**config.mk**
```make
export PLATFORM = sky130hd
export DESIGN_NAME = instr_buffer
export DESIGN_NICKNAME = d
export VERILOG_FILES = /design/src/gpu_issue_pkg.sv /design/src/instr_buffer.sv
export SDC_FILE = /design/constraint.sdc
export NUM_CORES = 1
export LEC_CHECK = 0
export ABC_CLOCK_PERIOD_IN_PS = 4000
export BUFFER_PORTS_ARGS = -buffer_cell sky130_fd_sc_hd__buf_2
export CORE_ASPECT_RATIO = 0.8
export CORE_UTILIZATION = 50
export DETAILED_ROUTE_END_ITERATION = 8
export PLACE_DENSITY = 0.72
export SYNTH_ARGS = -nofsm -noshare
export SYNTH_HDL_FRONTEND = slang
export SYNTH_SLANG_ARGS = --single-unit
```
**constraint.sdc**
```tcl
create_clock -name clk -period 4 [get_ports clk]
set_input_delay 0.6 -clock clk [delete_from_list [all_inputs] [get_ports clk]]
set_output_delay 0.6 -clock clk [all_outputs]
set_load 0.02 [all_outputs]
```
**src/gpu_issue_pkg.sv**
```systemverilog
package gpu_issue_pkg;

    ////////////////////////////////////////////////////////////////////////////
    // Field widths
    ////////////////////////////////////////////////////////////////////////////
    localparam int REG_W  = 5;             // Architectural register id
    localparam int WARP_W = 3;             // Up to 8 warps
    localparam int SLOT_W = 2;             // Scoreboard slot index

    localparam int NUM_SLOTS = 2 ** SLOT_W; // Four pending instrs per warp

    typedef logic [REG_W-1:0]  reg_id_t;
    typedef logic [WARP_W-1:0] warp_id_t;
    typedef logic [SLOT_W-1:0] slot_id_t;

    ////////////////////////////////////////////////////////////////////////////
    // Default sizing, overridden from the top level
    ////////////////////////////////////////////////////////////////////////////
    localparam int NUM_WARPS    = 8;
    localparam int IB_DEPTH     = 2;       // Skid pair per warp
    localparam int EXEC_LATENCY = 6;       // Tag pipe stages

endpackage
```
**src/instr_buffer.sv**
```systemverilog
`timescale 1ns/1ns

module instr_buffer #(
    parameter int NUM_WARPS = gpu_issue_pkg::NUM_WARPS
) (
    input  logic                                      clk,
    input  logic                                      rst,
    // Incoming tagged instruction
    input  logic                                      in_valid,
    output logic                                      in_ready,
    input  gpu_issue_pkg::warp_id_t                   in_warp,
    input  gpu_issue_pkg::reg_id_t                    in_src1,
    input  gpu_issue_pkg::reg_id_t                    in_src2,
    input  gpu_issue_pkg::reg_id_t                    in_dst,
    input  logic                                      in_src1_valid,
    input  logic                                      in_src2_valid,
    input  logic                                      in_dst_valid,
    // One pop strobe per warp, from the grant
    input  logic [NUM_WARPS-1:0]                      pop,
    // Head of every warp, flattened
    output logic [NUM_WARPS-1:0]                      head_valid,
    output logic [NUM_WARPS*gpu_issue_pkg::REG_W-1:0] head_src1,
    output logic [NUM_WARPS*gpu_issue_pkg::REG_W-1:0] head_src2,
    output logic [NUM_WARPS*gpu_issue_pkg::REG_W-1:0] head_dst,
    output logic [NUM_WARPS-1:0]                      head_src1_valid,
    output logic [NUM_WARPS-1:0]                      head_src2_valid,
    output logic [NUM_WARPS-1:0]                      head_dst_valid
);
    typedef enum logic [1:0] {EMPTY, ONE, FULL} ib_state_t;

    localparam int REG_W = gpu_issue_pkg::REG_W;
    localparam int ENT_W = 3 * REG_W + 3;  // Three ids plus three valids

    logic [ENT_W-1:0]     in_ent;
    logic [NUM_WARPS-1:0] warp_full;

    assign in_ent = {in_src1, in_src2, in_dst, in_src1_valid, in_src2_valid, in_dst_valid};
    assign in_ready = !warp_full[in_warp];  // Only the addressed warp matters

    for (genvar w = 0; w < NUM_WARPS; w++) begin : g_warp
        ib_state_t        state;
        logic [ENT_W-1:0] ent [gpu_issue_pkg::IB_DEPTH];  // ent[0] is the head
        logic             push;

        assign push = in_valid && in_ready && (in_warp == gpu_issue_pkg::warp_id_t'(w));
        assign warp_full[w] = (state == FULL);
        assign head_valid[w] = (state != EMPTY);
        assign {head_src1[w*REG_W +: REG_W], head_src2[w*REG_W +: REG_W],
                head_dst[w*REG_W +: REG_W], head_src1_valid[w],
                head_src2_valid[w], head_dst_valid[w]} = ent[0];

        always_ff @(posedge clk or negedge rst) begin
            if (!rst) begin
                state <= EMPTY;
            end else begin
                case (state)
                    EMPTY:   if (push) state <= ONE;
                    ONE: begin
                        if (push && !pop[w])
                            state <= FULL;
                        else if (!push && pop[w])
                            state <= EMPTY;  // Push plus pop stays at ONE
                    end
                    FULL:    if (pop[w]) state <= ONE;  // No push while full
                    default: state <= EMPTY;
                endcase
            end
        end

        // Payload moves, order kept on simultaneous push and pop
        always_ff @(posedge clk) begin
            case (state)
                EMPTY:   if (push) ent[0] <= in_ent;
                ONE: begin
                    if (push && pop[w])
                        ent[0] <= in_ent;    // Replace the leaving head
                    else if (push)
                        ent[1] <= in_ent;    // Queue behind head
                end
                FULL:    if (pop[w]) ent[0] <= ent[1];  // Promote second entry
                default: ;
            endcase
        end
    end

endmodule

```
==> metrics <==
placed wire-length estimate=16.4 mm; final net count=861; area of the core=23500 um2; Reg area=9050 um2; Leak Pwr=5.34 nW; r2r setup slk=1330 ps; worst stage delay on the critical path=710 ps; Max-Cap Viols=0; dpl cells=1092; unrepaired setup endpoints after global routing=false; Layout Area Growth over Synthesis=17.8%; first-pass GRT wire length=36.8 mm; Seq cells post-synth=304; Post-synth ARST share=0.0526; Hold Path Depth=2; count of final hold-check violations=0; Period minus WS final=2670 ps; fin cells=1145; syn avg cell area=19.8 um2; share of layout cells above drive strength 1=0.483; TritonCTS Buffers=29; Post-synth EDFFs=288; crit path cell chain=nand2b_4 -> o22ai_1 -> nor4b_1 -> ha_1 -> and3b_1; Max FO, Critical Path=18; Crit path max-delay family=simple AND/OR/NAND/NOR gates; Chip Height=141 um; syn nets=656; Cells after Synth=607; Post-DP Area=13300 um2; Final Util=0.603; die footprint=24700 um2; RR Endpoint=g_warp[6].ent[1][8]$_DFFE_PP_; Clock Path Buffers=3; antenna violations before repair=0; drt total wl=24.5 mm; largest net degree at the start of global routing=21; Post-Route Setup TNS=0 ps; Top-Level Pins=185; Initial Util=0.512; vias in the first global route=6296; Setup WS post-layout=1330 ps; pwr dens=454 nW/um2; GPL Wtd Cong=0.832; GRT Overall Usage=0.196; clock slew at reported path FFs=60 ps; Post-CTS Setup Bufs=0; Clk Tree Root Cell=clkbuf_16; die width=176 um; post-synthesis sequential area ratio=0.751; Worst-Margin Slew=1020 ps; Synth Flop Type=edfxtp_1; Max Clock Skew=7.60 ps; arrival time of the worst setup path=2820 ps; htree depth=1; distinct cell type count after synthesis=42; critical path endpoint category=flop; Final ANT Viol Nets=0; Vias/cell=5.43; max frequency=0.375 GHz; worst r2r path cells=5; fin area=14200 um2; Slew HR=0.319; via count=6219; Rows=50; final worst-path cycle share=0.667; CP Buf/Inv Count=0; Warnings, synthesis=0; fill count=1731; initial DRC count=430; status=complete, no violations; total grt overflow=0; WHS Endpoint=g_warp[3].state[1]$_DFFE_PN0P_; port bufs=184; clock latency on the worst-skew pair=530 ps; Antenna Cells=0; Reg-to-Reg Start=g_warp[7].state[0]$_DFFE_PN0P_; CTS sink count=304; CTS tree=yes; drt drc=0; Worst path slowest cell=and3b_1; wire per inst=21.4 um; # setup viols final=0; Startpoint Class=flop; Worst Path Class, Setup=flop to flop; post-place setup slack=954 ps; Slew Limit Fails=0; Hold Path Origin=pop[3]; worst hold path class=input port to flop; drt first pass iters=5; multi-input logic area=2840 um2; Req. time, crit path=4150 ps; Post-Syn Area=12000 um2; VDD IR max=0.293 mV
==> cells in the mapped netlist, types with 4 or more instances <==
master / instances / share of area
nand2_1: 14 / 0.0044
ha_1: 17 / 0.018
o22ai_1: 4 / 0.0021
inv_1: 6 / 0.0019
nor4bb_1: 4 / 0.0033
nand2b_1: 6 / 0.0031
buf_6: 7 / 0.0065
mux2i_1: 10 / 0.0083
and3b_1: 4 / 0.0029
buf_4: 7 / 0.0044
o21ai_0: 15 / 0.0062
mux2_4: 36 / 0.045
nor4b_1: 4 / 0.0029
edfxtp_1: 288 / 0.72
mux2_2: 108 / 0.10
dfrtp_1: 16 / 0.033
nand3b_1: 5 / 0.0031
or2_2: 8 / 0.0042
o31a_1: 6 / 0.0044
==> per-stage QoR <==
step                hold slack, ps  power [mW]
finish                         297        6.43
CTS                            275        6.48
global route                   292        6.63
floorplan                      304        3.80
global placement               521        3.94
detailed placement             533        3.95
==> final cells by class <==
cell class | count | area share
clock inverters | 13 | 0.00697
flip-flops and latches | 304 | 0.638
clock buffers | 39 | 0.0559
inverters | 6 | 0.00159
repair buffers | 193 | 0.0699
well taps | 312 | 0.0275
multi-input cells | 278 | 0.200
==> worst reg2reg max path, delay by kind of cell, from the launching register on <==
kind,cells,cell delay (ps)
AOI/OAI and AO/OA,1,120
adders and majority gates,1,240
DFF,1,470
and+or+nand+nor,3,1450
==> registers in the layout, indices dropped and copies added, names as in the netlist <==
name and cells:
g_warp.ent 288, g_warp.state 16
==> logic make-up (layout without fill, tap and decap cells) <==
logic type                 count (synthesis)  in the layout  share of synthesized area
DFF                                      304            304                      0.751
buffers and inverters                     25            251                     0.0156
muxes                                    154            154                      0.154
AOI/OAI and AO/OA                         33             33                     0.0172
and+or+nand+nor                           74             74                     0.0438
adders and majority gates                 17             17                     0.0177
==> per-layer routing <==
layer,global-route usage,vias to the layer above,part of all wire
li1,-,2793,-
met2,0.313,224,0.46
met3,0.0542,40,0.080
met1,0.271,3162,0.45
met4,0.0435,0,0.017
met5,0,-,0
==> power by group <==
part | switching [mW] | internal, mW
sequential | 0.0228 | 3.53
combinational | 0.200 | 0.129
clock | 1.10 | 1.45
==> placed cells by master, fill, tap and decap left out, drive strengths merged, types with 5 or more instances in the layout <==
cell type	n
nand2b	9
o31a	6
o21ai	16
dfrtp	16
mux2i	10
edfxtp	288
buf	192
inv	7
or2	10
ha	17
clkbuf	39
nand3b	5
nand2	14
mux2	144
clkinv	10
==> worst max path at each step <==
stage	to	slack (ps)	depth (start not counted)	startpoint
after floorplan	g_warp[6].ent[0][0]$_DFFE_PP_	440	8	in_warp[0]
final	g_warp[6].ent[1][8]$_DFFE_PP_	1330	5	g_warp[7].state[0]$_DFFE_PN0P_
after detailed placement	g_warp[6].ent[1][17]$_DFFE_PP_	950	6	in_warp[0]
after CTS	g_warp[6].ent[1][6]$_DFFE_PP_	1340	5	g_warp[7].state[0]$_DFFE_PN0P_
after global placement	g_warp[6].ent[1][1]$_DFFE_PP_	1070	6	in_warp[0]
after global routing	g_warp[7].ent[1][2]$_DFFE_PP_	1170	5	g_warp[7].state[0]$_DFFE_PN0P_
==> repair_timing <==
item	CTS	global route
hold buffers	1	0
endpoints found under the hold margin	16	0
gates resized for setup	0	0
(Power assumes the default switching activity.)
