==> src/gpu_issue_pkg.sv <==
package gpu_issue_pkg;

    ////////////////////////////////////////////////////////////////////////////
    // Field widths
    ////////////////////////////////////////////////////////////////////////////
    localparam int REG_W  = 5;             // Architectural register id
    localparam int WARP_W = 3;             // Up to 8 warps
    localparam int SLOT_W = 2;             // Scoreboard slot index

    localparam int NUM_SLOTS = 2 ** SLOT_W; // Four pending instrs per warp

    typedef logic [REG_W-1:0]  reg_id_t;
    typedef logic [WARP_W-1:0] warp_id_t;
    typedef logic [SLOT_W-1:0] slot_id_t;

    ////////////////////////////////////////////////////////////////////////////
    // Default sizing, overridden from the top level
    ////////////////////////////////////////////////////////////////////////////
    localparam int NUM_WARPS    = 8;
    localparam int IB_DEPTH     = 2;       // Skid pair per warp
    localparam int EXEC_LATENCY = 6;       // Tag pipe stages

endpackage
==> src/exec_pipe.sv <==
`timescale 1ns/1ns

module exec_pipe #(
    parameter int EXEC_LATENCY = gpu_issue_pkg::EXEC_LATENCY
) (
    input  logic                    clk,
    input  logic                    rst,
    input  logic                    issue_valid,
    input  gpu_issue_pkg::warp_id_t issue_warp,
    input  gpu_issue_pkg::slot_id_t issue_slot,
    input  gpu_issue_pkg::reg_id_t  issue_dst,
    input  logic                    issue_dst_valid,
    // Last stage, shared by writeback and the scoreboard clear
    output logic                    wb_valid,
    output gpu_issue_pkg::warp_id_t wb_warp,
    output gpu_issue_pkg::slot_id_t wb_slot,
    output gpu_issue_pkg::reg_id_t  wb_dst,
    output logic                    wb_dst_valid
);
    logic [EXEC_LATENCY-1:0] stg_valid;
    gpu_issue_pkg::warp_id_t stg_warp      [EXEC_LATENCY];
    gpu_issue_pkg::slot_id_t stg_slot      [EXEC_LATENCY];
    gpu_issue_pkg::reg_id_t  stg_dst       [EXEC_LATENCY];
    logic [EXEC_LATENCY-1:0] stg_dst_valid;

    always_ff @(posedge clk or negedge rst) begin
        if (!rst)
            stg_valid <= '0;  // Empty pipe
        else
            stg_valid <= {stg_valid[EXEC_LATENCY-2:0], issue_valid};
    end

    // Tags ride along, qualified by stg_valid
    always_ff @(posedge clk) begin
        stg_warp[0]      <= issue_warp;
        stg_slot[0]      <= issue_slot;
        stg_dst[0]       <= issue_dst;
        stg_dst_valid[0] <= issue_dst_valid;
        for (int k = 1; k < EXEC_LATENCY; k++) begin
            stg_warp[k]      <= stg_warp[k-1];
            stg_slot[k]      <= stg_slot[k-1];
            stg_dst[k]       <= stg_dst[k-1];
            stg_dst_valid[k] <= stg_dst_valid[k-1];
        end
    end

    assign wb_valid     = stg_valid[EXEC_LATENCY-1];
    assign wb_warp      = stg_warp[EXEC_LATENCY-1];
    assign wb_slot      = stg_slot[EXEC_LATENCY-1];
    assign wb_dst       = stg_dst[EXEC_LATENCY-1];
    assign wb_dst_valid = stg_dst_valid[EXEC_LATENCY-1];

endmodule

==> config.mk <==
export PLATFORM = sky130hd
export DESIGN_NAME = exec_pipe
export DESIGN_NICKNAME = d
export VERILOG_FILES = /design/src/gpu_issue_pkg.sv /design/src/exec_pipe.sv
export SDC_FILE = /design/constraint.sdc
export NUM_CORES = 1
export LEC_CHECK = 0
export BUFFER_PORTS_ARGS = -buffer_cell sky130_fd_sc_hd__buf_2
export CAP_MARGIN = 25
export CORE_ASPECT_RATIO = 1.5
export CORE_MARGIN = 2
export CORE_UTILIZATION = 45
export CTS_BUF_LIST = sky130_fd_sc_hd__clkbuf_8 sky130_fd_sc_hd__clkbuf_16
export CTS_CLUSTER_DIAMETER = 100
export DETAILED_ROUTE_END_ITERATION = 6
export HOLD_SLACK_MARGIN = 0.02
export PLACE_DENSITY = 0.79
export RECOVER_POWER = 25
export SYNTH_ARGS = -nofsm -noshare
export SYNTH_HDL_FRONTEND = slang
export SYNTH_SLANG_ARGS = --single-unit
==> constraint.sdc <==
create_clock -name clk -period 0.8 [get_ports clk]
set_input_delay 0.12 -clock clk [delete_from_list [all_inputs] [get_ports clk]]
set_output_delay 0.12 -clock clk [all_outputs]
set_load 0.02 [all_outputs]
==> out/qor.csv, run 1 <==
metric,value,unit
cell area after synthesis,0.00147,mm²
clk sinks,72,
crit-path leading delay family,flip-flops,
# setup viols final,12,
Max Fclk,1.07,GHz
Pwr Total,0.00640,W
Detailed Route WL,1340,µm
Avg Inst Size Synth,20.4,µm²
VDD IR max,1.85,mV
Crit path required time,0.68,ns
pin count of the biggest net entering global routing,12,
critical path class,flop to output pin,
Antenna diodes,0,
min cycle time layout,0.936,ns
CP max FO,1,
vias per cell,3.76,
"area leader, netlist",dfxtp_1,
Num CTS Buffers,9,
post-synth top area share,89.8,%
final core occ,65.2,%
Clock Pin Slew Worst Setup and Hold Paths,0.06,ns
Multi-input gate area,0,µm²
starting utilization of the core area,47.0,%
register bit total from synthesis,72,
I/O pins,26,
Hold Worst Slack,0.212,ns
Routability Congestion,0.536,
crit end category,output pin,
DR vias,621,
Synth area leaders,"dfxtp_1 (90%), dfrtp_1 (10%)",
overflow left after global routing,0,
Post-Syn Nets,86,
area growth from synthesis to layout,38.7,%
HP Class,input pin to asynchronous set/reset pin,
Max Clock Skew,0.00400,ns
outcome,"finished, violations left",
Worst setup SP type,flop,
Max-Cap Viols,0,
worst path cell trace,buf_6,
sequential area share after synthesis,100,%
number of nets with antenna violations after detailed routing,0,
RSZ-0062 raised after global routing,true,
Worst-Skew Late Latency,0.31,ns
vias in the first global route,594,
failing checks,setup timing,
post-route setup slack,-0.136,ns
Multi-input comb cells,0,
nets,135,
DR WL/cell,8.14,µm
Root Driver,clkbuf_8,
die area,0.00375,mm²
fill count,217,
Max stage delay on crit path,0.37,ns
TritonCTS clock tree,yes,
initial antenna violation count,0,
layout cells sized above 1,37.6,%
# port buffers,25,
global-route wire length before repair,2170,µm
placed inst area,0.00165,mm²
Die H,74.0,µm
Synth Instances,72,
P_leak,0.904,nW
Fin. Hold Viols,0,
die width,50.7,µm
total core area,0.00313,mm²
Worst R2R Setup Slack,0.33,ns
Tcrit/Tclk final,117,%
DRC viols,0,
GRT Util Overall,8.97,%
drt first pass iters,4,
Arrival @ worst endpoint,0.82,ns
post-synth cell types,2,
Relative slew margins,77.9,%
std cell rows,25,
1st-iter DRT viols,3,
Synthesis Warnings,0,
"Buf+Inv Stages, Crit Path",1,
post-layout instance area,0.00204,mm²
Power Density,3140,mW/mm²
final slew viol count,0,
Bufs on Longest Clock Path,2,
CTS H-tree depth,3,
Least-Margin Pin Slew,0.331,ns
"Slowest-stage cell, CP",dfrtp_1,
Yosys cell counts:
cell type / instances
dfrtp_1: 6
dfxtp_1: 66
layout make-up:
cell class / instances / area, µm² / area share, %
Sequential cell: 72 / 1490 / 72.8
Clock buffer: 12 / 165 / 8.09
Clock inverter: 3 / 11.3 / 0.552
Tap cell: 40 / 50.0 / 2.45
Timing Repair Buffer: 38 / 329 / 16.1
power breakdown:
part	switching, W	internal [W]	total (W)
clock	0.00105	0.00133	0.00238
combinational	0.0000689	0.000120	0.000189
sequential	0.0000432	0.00379	0.00383
total	0.00117	0.00524	0.00640
placed cells by master (no fill, tap or decap):
cell type	instances
buf_2	12
inv_1	3
buf_6	12
clkbuf_1	1
dlygate4sd3_1	13
dfxtp_1	55
clkbuf_8	12
dfxtp_2	11
dfrtp_1	6
kinds of logic after synthesis:
logic type,count (synthesis),share of synthesized area (%)
flip-flops,72,100
repair_timing:
| item | 4_1_cts | 5_1_grt |
|---|---|---|
| gates cloned | 0 | 0 |
| resized for setup | 34 | 1 |
| setup endpoints to repair | 12 | 12 |
| buffers inserted | 0 | 0 |
| hold endpoints to repair | 18 | 0 |
| hold buffers | 13 | 0 |
final timing paths:
kind,start,end,depth (start not counted)
hold reg to reg,stg_slot[4][1],stg_slot[5][1],0
setup reg to reg,stg_valid[0],stg_valid[1],0
hold / removal,rst,stg_valid[3],2
min in group clk,stg_slot[4][1],stg_slot[5][1],0
max in group asynchronous,rst,stg_valid[0],2
setup / recovery,stg_valid[5],wb_valid,1
flip-flops by register name, indices dropped and copies added (netlist names):
name and flops:
stg_dst 30, stg_warp 18, stg_slot 12, stg_dst_valid 6, stg_valid 6
metrics by stage:
stage | setup TNS, ns | cells | setup WS, ns
after floorplan | 0 | 72 | 0.264
after global placement | 0 | 137 | 0.195
after detailed placement | 0 | 137 | 0.197
after CTS | -1.15 | 165 | -0.158
after global routing | -1.27 | 165 | -0.171
final | -0.871 | 165 | -0.136
routing by layer:
metal | GRT usage, % | up-vias | share of wire [%]
met3 | 6.02 | 5 | 7.7
met5 | 0 | - | 0
li1 | - | 318 | -
met4 | 9.01 | 0 | 2.8
met2 | 15.1 | 26 | 51
met1 | 6.18 | 272 | 38
Power figures use the tool's default switching activity.
==> run 2: changes to the inputs <==
Settings changed: CTS_BUF_LIST sky130_fd_sc_hd__clkbuf_8 sky130_fd_sc_hd__clkbuf_16 to sky130_fd_sc_hd__clkbuf_2 sky130_fd_sc_hd__clkbuf_4 sky130_fd_sc_hd__clkbuf_8.
==> out/qor.csv, run 2 (same netlist as run 1, synthesis figures left out) <==
metric,value,unit
outcome,"finished, violations left",
failing checks,setup timing,
DR WL/cell,8.15,µm
internal power,0.00538,W
number of nets with antenna violations after detailed routing,0,
combinational share of power,2.9,%
total core area,0.00313,mm²
Multi-input gate area,0,µm²
global-route wire length before repair,2170,µm
Clock Pin Slew Worst Setup and Hold Paths,0.06,ns
worst path cell trace,buf_6,
Routability Congestion,0.536,
P_leak,0.902,nW
overflow left after global routing,0,
worst r2r path cells,0,
Reg-to-Reg Start,stg_valid[0],
most frequent cells in the layout,"dfxtp_1 (55), dlygate4sd3_1 (13), clkbuf_8 (12), buf_2 (12), buf_6 (12)",
Least-Margin Pin Slew,0.331,ns
initial antenna violation count,0,
Psw,0.00116,W
min cycle time layout,0.936,ns
Pwr Total,0.00654,W
crit-path leading delay family,flip-flops,
Worst R2R Setup Slack,0.33,ns
"Buf+Inv Stages, Crit Path",1,
VDD IR max,1.86,mV
Relative slew margins,77.9,%
layout cells sized above 1,40.0,%
1st-iter DRT viols,3,
Biggest register,stg_dst,
die width,50.7,µm
Detailed Route WL,1350,µm
drt first pass iters,4,
"Slowest-stage cell, CP",dfrtp_1,
vias in the first global route,596,
# setup viols final,12,
DRC viols,0,
CTS H-tree depth,3,
nets,135,
Multi-input comb cells,0,
# port buffers,25,
sequential share of power,58.6,%
starting utilization of the core area,47.0,%
area growth from synthesis to layout,39.5,%
Crit path required time,0.68,ns
Max-Cap Viols,0,
FF-to-FF End,stg_valid[1],
Max Fclk,1.07,GHz
die area,0.00375,mm²
final cell count without fillers,165,
crit path from,stg_valid[5],
DR vias,621,
vias per cell,3.76,
power share of the clock group,38.5,%
Worst setup SP type,flop,
Antenna diodes,0,
Max stage delay on crit path,0.37,ns
Largest regs,"stg_dst x30, stg_warp x18, stg_slot x12",
Num CTS Buffers,9,
HP Class,input pin to asynchronous set/reset pin,
Worst-Skew Late Latency,0.31,ns
Setup Slack @ Placement,0.197,ns
Setup Buffers After CTS,0,
RSZ-0062 raised after global routing,true,
final slew viol count,0,
pin count of the biggest net entering global routing,12,
"commonest non-fill, non-tap cell in the layout",dfxtp_1,
CP max FO,1,
I/O pins,26,
Fin. Hold Viols,0,
TritonCTS clock tree,yes,
Critical Path Sink,wb_valid,
Hold Worst Slack,0.212,ns
Placed Instances,137,
post-route setup slack,-0.136,ns
GRT Util Overall,8.97,%
Tcrit/Tclk final,117,%
Bufs on Longest Clock Path,2,
critical path class,flop to output pin,
Max Clock Skew,0.00392,ns
max reg flops,30,
Power Density,3190,mW/mm²
Arrival @ worst endpoint,0.82,ns
std cell rows,25,
Root Driver,clkbuf_8,
Switching Share,17.8,%
clk sinks,72,
critical path depth in cells,1,
Die H,74.0,µm
crit end category,output pin,
[run 2: stage by stage]
stage	utilization, %	setup TNS (ns)	area, µm²
6_report	65.6	-0.870	2050
5_1_grt	65.6	-1.27	2050
4_1_cts	65.6	-1.15	2050
3_5_place_dp	52.6	0	1650
3_3_place_gp	52.6	0	1650
2_1_floorplan	-	0	1470
[run 2: routing by layer]
layer  wire length, µm  part of all wire (%)  GRT usage, %
met1               514                    38          6.18
met2               687                    51          15.1
met3               104                   7.7          6.02
met4                38                   2.8          9.01
met5                 0                     0             0
[run 2: how the worst min path moves through the flow]
stage               start      endpoint  slack (ns)  depth (start not counted)
floorplan             rst  stg_valid[0]       -0.18                          0
global placement      rst  stg_valid[5]       -0.06                          1
detailed placement    rst  stg_valid[4]       -0.04                          1
CTS                   rst  stg_valid[5]        0.15                          2
global route          rst  stg_valid[5]        0.25                          2
finish                rst  stg_valid[3]        0.21                          2
[run 2: final cells by class]
| cell class | instances | area (µm²) |
|---|---|---|
| Timing Repair Buffer | 38 | 329 |
| Tap cell | 40 | 50.0 |
| Sequential cell | 72 | 1490 |
| Fill cell | 214 | 1080 |
| Clock buffer | 15 | 188 |
[run 2: power by group through the flow]
stage	Combinational, W	Clock (W)	Sequential, W
finish	0.000189	0.00252	0.00383
global route	0.000200	0.00275	0.00384
CTS	0.000191	0.00263	0.00383
detailed placement	0.000107	0	0.00390
global placement	0.000104	0	0.00389
floorplan	0	0	0.00393
[run 2: timing repair]
action | CTS | global route
setup endpoints to repair | 12 | 12
endpoints found under the hold margin | 18 | 0
hold buffers | 13 | 0
pin swaps | 0 | 0
gates resized for setup | 34 | 1
cloned | 0 | 0
