==> src/gpu_issue_pkg.sv <==
package gpu_issue_pkg;

    ////////////////////////////////////////////////////////////////////////////
    // Field widths
    ////////////////////////////////////////////////////////////////////////////
    localparam int REG_W  = 5;             // Architectural register id
    localparam int WARP_W = 3;             // Up to 8 warps
    localparam int SLOT_W = 2;             // Scoreboard slot index

    localparam int NUM_SLOTS = 2 ** SLOT_W; // Four pending instrs per warp

    typedef logic [REG_W-1:0]  reg_id_t;
    typedef logic [WARP_W-1:0] warp_id_t;
    typedef logic [SLOT_W-1:0] slot_id_t;

    ////////////////////////////////////////////////////////////////////////////
    // Default sizing, overridden from the top level
    ////////////////////////////////////////////////////////////////////////////
    localparam int NUM_WARPS    = 8;
    localparam int IB_DEPTH     = 2;       // Skid pair per warp
    localparam int EXEC_LATENCY = 6;       // Tag pipe stages

endpackage
==> src/scoreboard.sv <==
`timescale 1ns/1ns

module scoreboard #(
    parameter int NUM_WARPS = gpu_issue_pkg::NUM_WARPS
) (
    input  logic                                       clk,
    input  logic                                       rst,
    input  logic [NUM_WARPS*gpu_issue_pkg::REG_W-1:0]  head_src1,
    input  logic [NUM_WARPS*gpu_issue_pkg::REG_W-1:0]  head_src2,
    input  logic [NUM_WARPS*gpu_issue_pkg::REG_W-1:0]  head_dst,
    input  logic [NUM_WARPS-1:0]                       head_src1_valid,
    input  logic [NUM_WARPS-1:0]                       head_src2_valid,
    input  logic [NUM_WARPS-1:0]                       head_dst_valid,
    input  logic [NUM_WARPS-1:0]                       grant,
    input  logic                                       clr_valid,   // From pipe last stage
    input  gpu_issue_pkg::warp_id_t                    clr_warp,
    input  gpu_issue_pkg::slot_id_t                    clr_slot,
    output logic [NUM_WARPS-1:0]                       slot_full,
    output logic [NUM_WARPS-1:0]                       dependent,
    output logic [NUM_WARPS*gpu_issue_pkg::SLOT_W-1:0] free_slot
);
    localparam int REG_W  = gpu_issue_pkg::REG_W;
    localparam int SLOT_W = gpu_issue_pkg::SLOT_W;

    for (genvar w = 0; w < NUM_WARPS; w++) begin : g_warp
        logic clr_hit;

        assign clr_hit = clr_valid && (clr_warp == gpu_issue_pkg::warp_id_t'(w));  // Owner only

        scoreboard_warp scoreboard_warp_inst (
            .clk        (clk),
            .rst        (rst),
            .src1       (head_src1[w*REG_W +: REG_W]),
            .src2       (head_src2[w*REG_W +: REG_W]),
            .dst        (head_dst[w*REG_W +: REG_W]),
            .src1_valid (head_src1_valid[w]),
            .src2_valid (head_src2_valid[w]),
            .dst_valid  (head_dst_valid[w]),
            .issue      (grant[w]),
            .clr_valid  (clr_hit),
            .clr_slot   (clr_slot),
            .full       (slot_full[w]),
            .dependent  (dependent[w]),
            .free_slot  (free_slot[w*SLOT_W +: SLOT_W])
        );
    end

endmodule

==> src/scoreboard_warp.sv <==
`timescale 1ns/1ns

module scoreboard_warp (
    input  logic                     clk,
    input  logic                     rst,
    // Head instruction of this warp
    input  gpu_issue_pkg::reg_id_t   src1,
    input  gpu_issue_pkg::reg_id_t   src2,
    input  gpu_issue_pkg::reg_id_t   dst,
    input  logic                     src1_valid,
    input  logic                     src2_valid,
    input  logic                     dst_valid,
    input  logic                     issue,      // Head granted this cycle
    // Writeback clear for this warp
    input  logic                     clr_valid,
    input  gpu_issue_pkg::slot_id_t  clr_slot,
    output logic                     full,
    output logic                     dependent,
    output gpu_issue_pkg::slot_id_t  free_slot
);
    localparam int NUM_SLOTS = gpu_issue_pkg::NUM_SLOTS;

    ////////////////////////////////////////////////////////////////////////////
    // Slot table
    ////////////////////////////////////////////////////////////////////////////
    gpu_issue_pkg::reg_id_t slot_src1 [NUM_SLOTS];
    gpu_issue_pkg::reg_id_t slot_src2 [NUM_SLOTS];
    gpu_issue_pkg::reg_id_t slot_dst  [NUM_SLOTS];
    logic [NUM_SLOTS-1:0]   slot_src1_valid;
    logic [NUM_SLOTS-1:0]   slot_src2_valid;
    logic [NUM_SLOTS-1:0]   slot_dst_valid;
    logic [NUM_SLOTS-1:0]   busy;
    logic [NUM_SLOTS-1:0]   busy_clr;        // Busy with the same-cycle clear applied
    logic [NUM_SLOTS-1:0]   dep_vec;

    always_comb begin
        busy_clr = busy;
        if (clr_valid)
            busy_clr[clr_slot] = 1'b0;
    end

    assign full = &busy_clr;

    // Lowest free slot, scanned from the top
    always_comb begin
        free_slot = '0;
        for (int i = NUM_SLOTS - 1; i >= 0; i--) begin
            if (!busy_clr[i])
                free_slot = gpu_issue_pkg::slot_id_t'(i);
        end
    end

    always_ff @(posedge clk or negedge rst) begin
        if (!rst) begin
            busy <= '0;
        end else begin
            busy <= busy_clr;
            if (issue)
                busy[free_slot] <= 1'b1;  // Issue only when not full
        end
    end

    always_ff @(posedge clk) begin
        if (issue) begin
            slot_src1[free_slot]       <= src1;
            slot_src2[free_slot]       <= src2;
            slot_dst[free_slot]        <= dst;
            slot_src1_valid[free_slot] <= src1_valid;
            slot_src2_valid[free_slot] <= src2_valid;
            slot_dst_valid[free_slot]  <= dst_valid;
        end
    end

    ////////////////////////////////////////////////////////////////////////////
    // Hazard check against pending slots
    ////////////////////////////////////////////////////////////////////////////
    always_comb begin
        for (int i = 0; i < NUM_SLOTS; i++) begin
            dep_vec[i] = busy_clr[i] && (
                // RAW, head reads a pending destination
                (src1_valid && slot_dst_valid[i] && (src1 == slot_dst[i])) ||
                (src2_valid && slot_dst_valid[i] && (src2 == slot_dst[i])) ||
                // WAW
                (dst_valid && slot_dst_valid[i] && (dst == slot_dst[i])) ||
                // WAR, head overwrites a pending source
                (dst_valid && slot_src1_valid[i] && (dst == slot_src1[i])) ||
                (dst_valid && slot_src2_valid[i] && (dst == slot_src2[i])));
        end
    end

    assign dependent = |dep_vec;

endmodule

==> config.mk <==
export PLATFORM = sky130hd
export DESIGN_NAME = scoreboard
export DESIGN_NICKNAME = d
export VERILOG_FILES = /design/src/gpu_issue_pkg.sv /design/src/scoreboard.sv /design/src/scoreboard_warp.sv
export SDC_FILE = /design/constraint.sdc
export NUM_CORES = 1
export LEC_CHECK = 0
export BUFFER_PORTS_ARGS = -buffer_cell sky130_fd_sc_hd__buf_4
export CORE_MARGIN = 2
export CORE_UTILIZATION = 55
export CTS_BUF_LIST = sky130_fd_sc_hd__clkbuf_4
export DETAILED_ROUTE_END_ITERATION = 10
export GPL_TIMING_DRIVEN = 0
export HOLD_SLACK_MARGIN = 0.1
export PLACE_DENSITY = 0.86
export SKIP_LAST_GASP = 1
export SYNTH_ARGS = -nofsm -noshare
export SYNTH_HDL_FRONTEND = slang
export SYNTH_SLANG_ARGS = --single-unit
export TNS_END_PERCENT = 5
==> constraint.sdc <==
create_clock -name clk -period 2.5 [get_ports clk]
set_input_delay 0.5 -clock clk [delete_from_list [all_inputs] [get_ports clk]]
set_output_delay 0.5 -clock clk [all_outputs]
set_load 0.02 [all_outputs]
==> metrics.yaml <==
floorplanning:
  die_x_um: 234
  rows: 84
  die_area_mm2: 0.0549
  start_util: 0.556
  io_pins: 192
  placeableCoreArea_mm2: 0.0524
  dieHeight_um: 234
grt:
  grtUsageTotal: 0.292
  grt_pass1_wl_mm: 119
  grt_pass1_vias: 20900
  antenna_found_initial: 20
  grt_max_degree: 33
  gr-total-overflow: 0
drt:
  wl_per_cell_um: 23.4
  drcViolationCount: 0
  drt_iter0_drc: 2212
  ant_nets: 0
  vias: 20700
  drt_first_pass_iters: 5
  vias_per_cell: 5.99
  drt-total-wl_mm: 81.0
outcome:
  violations: "negative setup slack"
  status: "complete, but fails checks"
pwr:
  p_leak_nw: 12.7
  peakVddDrop_v: 0.000744
  p_total_mw: 30.1
  powerDensity_mw_per_mm2: 840
sta:
  skew_ns: 0.0549
  fin_crit_sh: 1.36
  worst_slew_pin_slew_ns: 1.30
  worst_slack_ns: -0.907
  finalSetupViolations: 65
  max-slew-margin-rel: 0.133
  hold_viol: 0
  layout_min_cycle_time_ns: 3.41
  rsz0062_at_grt: "yes"
  fin_tns_setup_ns: -13.81
  fmax_mhz: 294
  drv_slew: 0
place:
  io_buffers: 191
  finalWeightedCongestion: 0.935
  hpwlAfterDp_mm: 46.8
  dp_cells: 2984
  dp_worst_setup_slack_ns: -1.63
clock_network:
  cts-buffers-inserted: 156
  h-tree-depth: 4
  clock_latency_ns: 1.04
  cts-root-buf: "clkbuf_4"
  clk_pin_slew_ns: 0.06
  cts_tree: "built"
  cts_buffer_depth: 3
  cts_sinks: 608
critical_path:
  cp_max_fo: 3
  crit_required_ns: 2.00
  cpMaxStageDelayCell: "edfxtp_1"
  worst_setup_path_start_kind: "flip-flop"
  cp_cell_sequence: "xor2_1, nor4_2, nand4_1, o21ai_1, nor2_2, o2111ai_2, buf_4, buf_6"
  criticalPathCategory: "flip-flop to primary output"
  endpoint_kind: "primary output"
  crit_arrival_ns: 2.91
  cpPeakStageDelay_ns: 0.47
  rrSetupSlack_ns: -0.12
cells_and_area:
  syn_to_final_growth_pct: 22.8
  fillers: 3456
  drive_above_1_share: 0.224
  nets: 2805
  layout.cells.non_filler: 3462
synthesis:
  syn-num-nets: 2264
  ys_types: 45
  yosysTopAreaCell: "edfxtp_1"
  yosysTopAreaCellShare: 0.593
  yosys-top-cells-area: "edfxtp_1 (59%), xor2_1 (15%), xnor2_1 (8.9%)"
  syn_area_per_cell_um2: 13.9
  ys_seq_area_frac: 0.621
  yosys_warnings: 0
  syn_inst: 2104
  ys_ff_latch: 608
  synth_area_mm2: 0.0292
hold_path:
  min_path_type: "input pin to flip-flop"
run:
  maxCapViolCount: 0
## final cells by class
cell class                      instances  area, µm²  share of cell area
Inverter                               18       70.1             0.00196
Multi-Input combinational cell       1406      10900               0.305
Buffer                                 67        372              0.0104
Sequential cell                       608      18100               0.505
Timing Repair Buffer                  388       3360              0.0939
Clock buffer                          218       1640              0.0457
Tap cell                              688        861              0.0240
Clock inverter                         57        437              0.0122
Antenna cell                           12       30.0            0.000839
## synthesized netlist by cell type, drive strengths merged
| cell | number |
|---|---|
| a41oi | 8 |
| nand4b | 3 |
| o21bai | 18 |
| nand4 | 155 |
| nand2 | 35 |
| nand3 | 63 |
| xnor2 | 296 |
| buf | 59 |
| or3b | 2 |
| dfrtp | 32 |
| nor4 | 126 |
| nor4b | 1 |
| edfxtp | 576 |
| or2 | 9 |
| nand2b | 12 |
| clkbuf | 13 |
| o2111ai | 7 |
| o31ai | 1 |
| a31oi | 2 |
| o221ai | 1 |
| o21ai | 73 |
| o21a | 10 |
| a41o | 1 |
| a2bb2oi | 1 |
| mux2i | 1 |
| nor3b | 8 |
| a311oi | 8 |
| nor2 | 55 |
| a21oi | 4 |
| inv | 18 |
| and3 | 1 |
| a2111o | 1 |
| xor2 | 504 |
## sequential cells by signal, indices dropped and copies added, names as in the netlist
register and flops:
g_warp.scoreboard_warp_inst.slot_dst 160, g_warp.scoreboard_warp_inst.slot_src1 160, g_warp.scoreboard_warp_inst.slot_src2 160, g_warp.scoreboard_warp_inst.busy 32, g_warp.scoreboard_warp_inst.slot_dst_valid 32, g_warp.scoreboard_warp_inst.slot_src1_valid 32
g_warp.scoreboard_warp_inst.slot_src2_valid 32
## through the flow
step                      hold WS, ns  utilization  area [µm²]
after global placement          0.505        0.601       31500
after detailed placement        0.511        0.601       31500
final                           0.213        0.683       35800
after CTS                       0.107        0.679       35600
after floorplan                 0.204            -       29200
after global routing            0.149        0.683       35800
## cell families (layout without fill, tap and decap cells)
family | Yosys count | count (layout) | share of synthesized area
xor+xnor | 800 | 800 | 0.240
flops | 608 | 608 | 0.621
simple gates | 470 | 470 | 0.0915
compound gates | 135 | 135 | 0.0309
buf+inv | 90 | 748 | 0.0161
mux | 1 | 1 | 0.000343
other cells | 0 | 12 | 0
## critical path, delay by kind of cell, from the launching register on
family,cells,cell delay (ns)
AND/OR/NAND/NOR,3,0.66
buffers and inverters,2,0.25
AO/OA/AOI/OAI,2,0.34
XOR/XNOR,1,0.22
flip-flops,1,0.47
## worst paths after layout
kind | startpoint | endpoint | cells past startpoint
max reg2reg | g_warp[3].scoreboard_warp_inst.busy[2] | g_warp[3].scoreboard_warp_inst.slot_dst[3][2] | 3
max in group asynchronous | rst | g_warp[3].scoreboard_warp_inst.busy[3] | 4
max | g_warp[0].scoreboard_warp_inst.slot_dst[0][4] | dependent[0] | 8
min reg2reg | g_warp[1].scoreboard_warp_inst.busy[1] | g_warp[1].scoreboard_warp_inst.busy[1] | 2
min in group asynchronous | rst | g_warp[4].scoreboard_warp_inst.busy[2] | 4
min | clr_warp[2] | g_warp[5].scoreboard_warp_inst.busy[2] | 4
## cell usage in the layout (no fill, tap or decap), types with 12 or more instances in the layout
cell type	Yosys	layout
edfxtp_1	576	576
o21ai_1	8	13
nand4_1	155	155
o21ai_0	61	52
nor4_2	0	24
o21bai_1	17	17
clkbuf_4	0	218
clkinv_1	0	35
dlygate4sd3_1	0	160
inv_1	15	13
nor2_1	55	23
dfrtp_1	32	32
clkbuf_1	13	12
nand3_1	63	62
buf_4	21	235
xnor2_1	296	296
nor2_2	0	32
buf_2	37	36
nand2_1	33	32
xor2_1	504	502
nor4_1	126	102
diode_2	0	12
## per-layer routing
layer | GRT usage | wire length [µm] | part of all wire | up-vias
li1 | - | - | - | 8967
met1 | 0.365 | 30400 | 0.38 | 10100
met2 | 0.461 | 38300 | 0.47 | 1350
met3 | 0.0899 | 8470 | 0.10 | 332
met4 | 0.150 | 3660 | 0.045 | 18
met5 | 0 | 122 | 0.0015 | -
## where the power goes
part	leakage, nW	total [mW]	switching (mW)	internal (mW)
Sequential	5.59	14.3	1.03	13.3
Clock	1.20	8.92	4.15	4.77
Combinational	5.88	6.81	4.07	2.74
## timing repair
action / 4_1_cts / 5_1_grt
gates resized for setup: 47 / 26
hold endpoints to repair: 968 / 0
buffers inserted: 32 / 3
hold buffers: 161 / 0
pin swaps: 58 / 28
setup endpoints to repair: 229 / 112
Power figures use the tool's default switching activity.
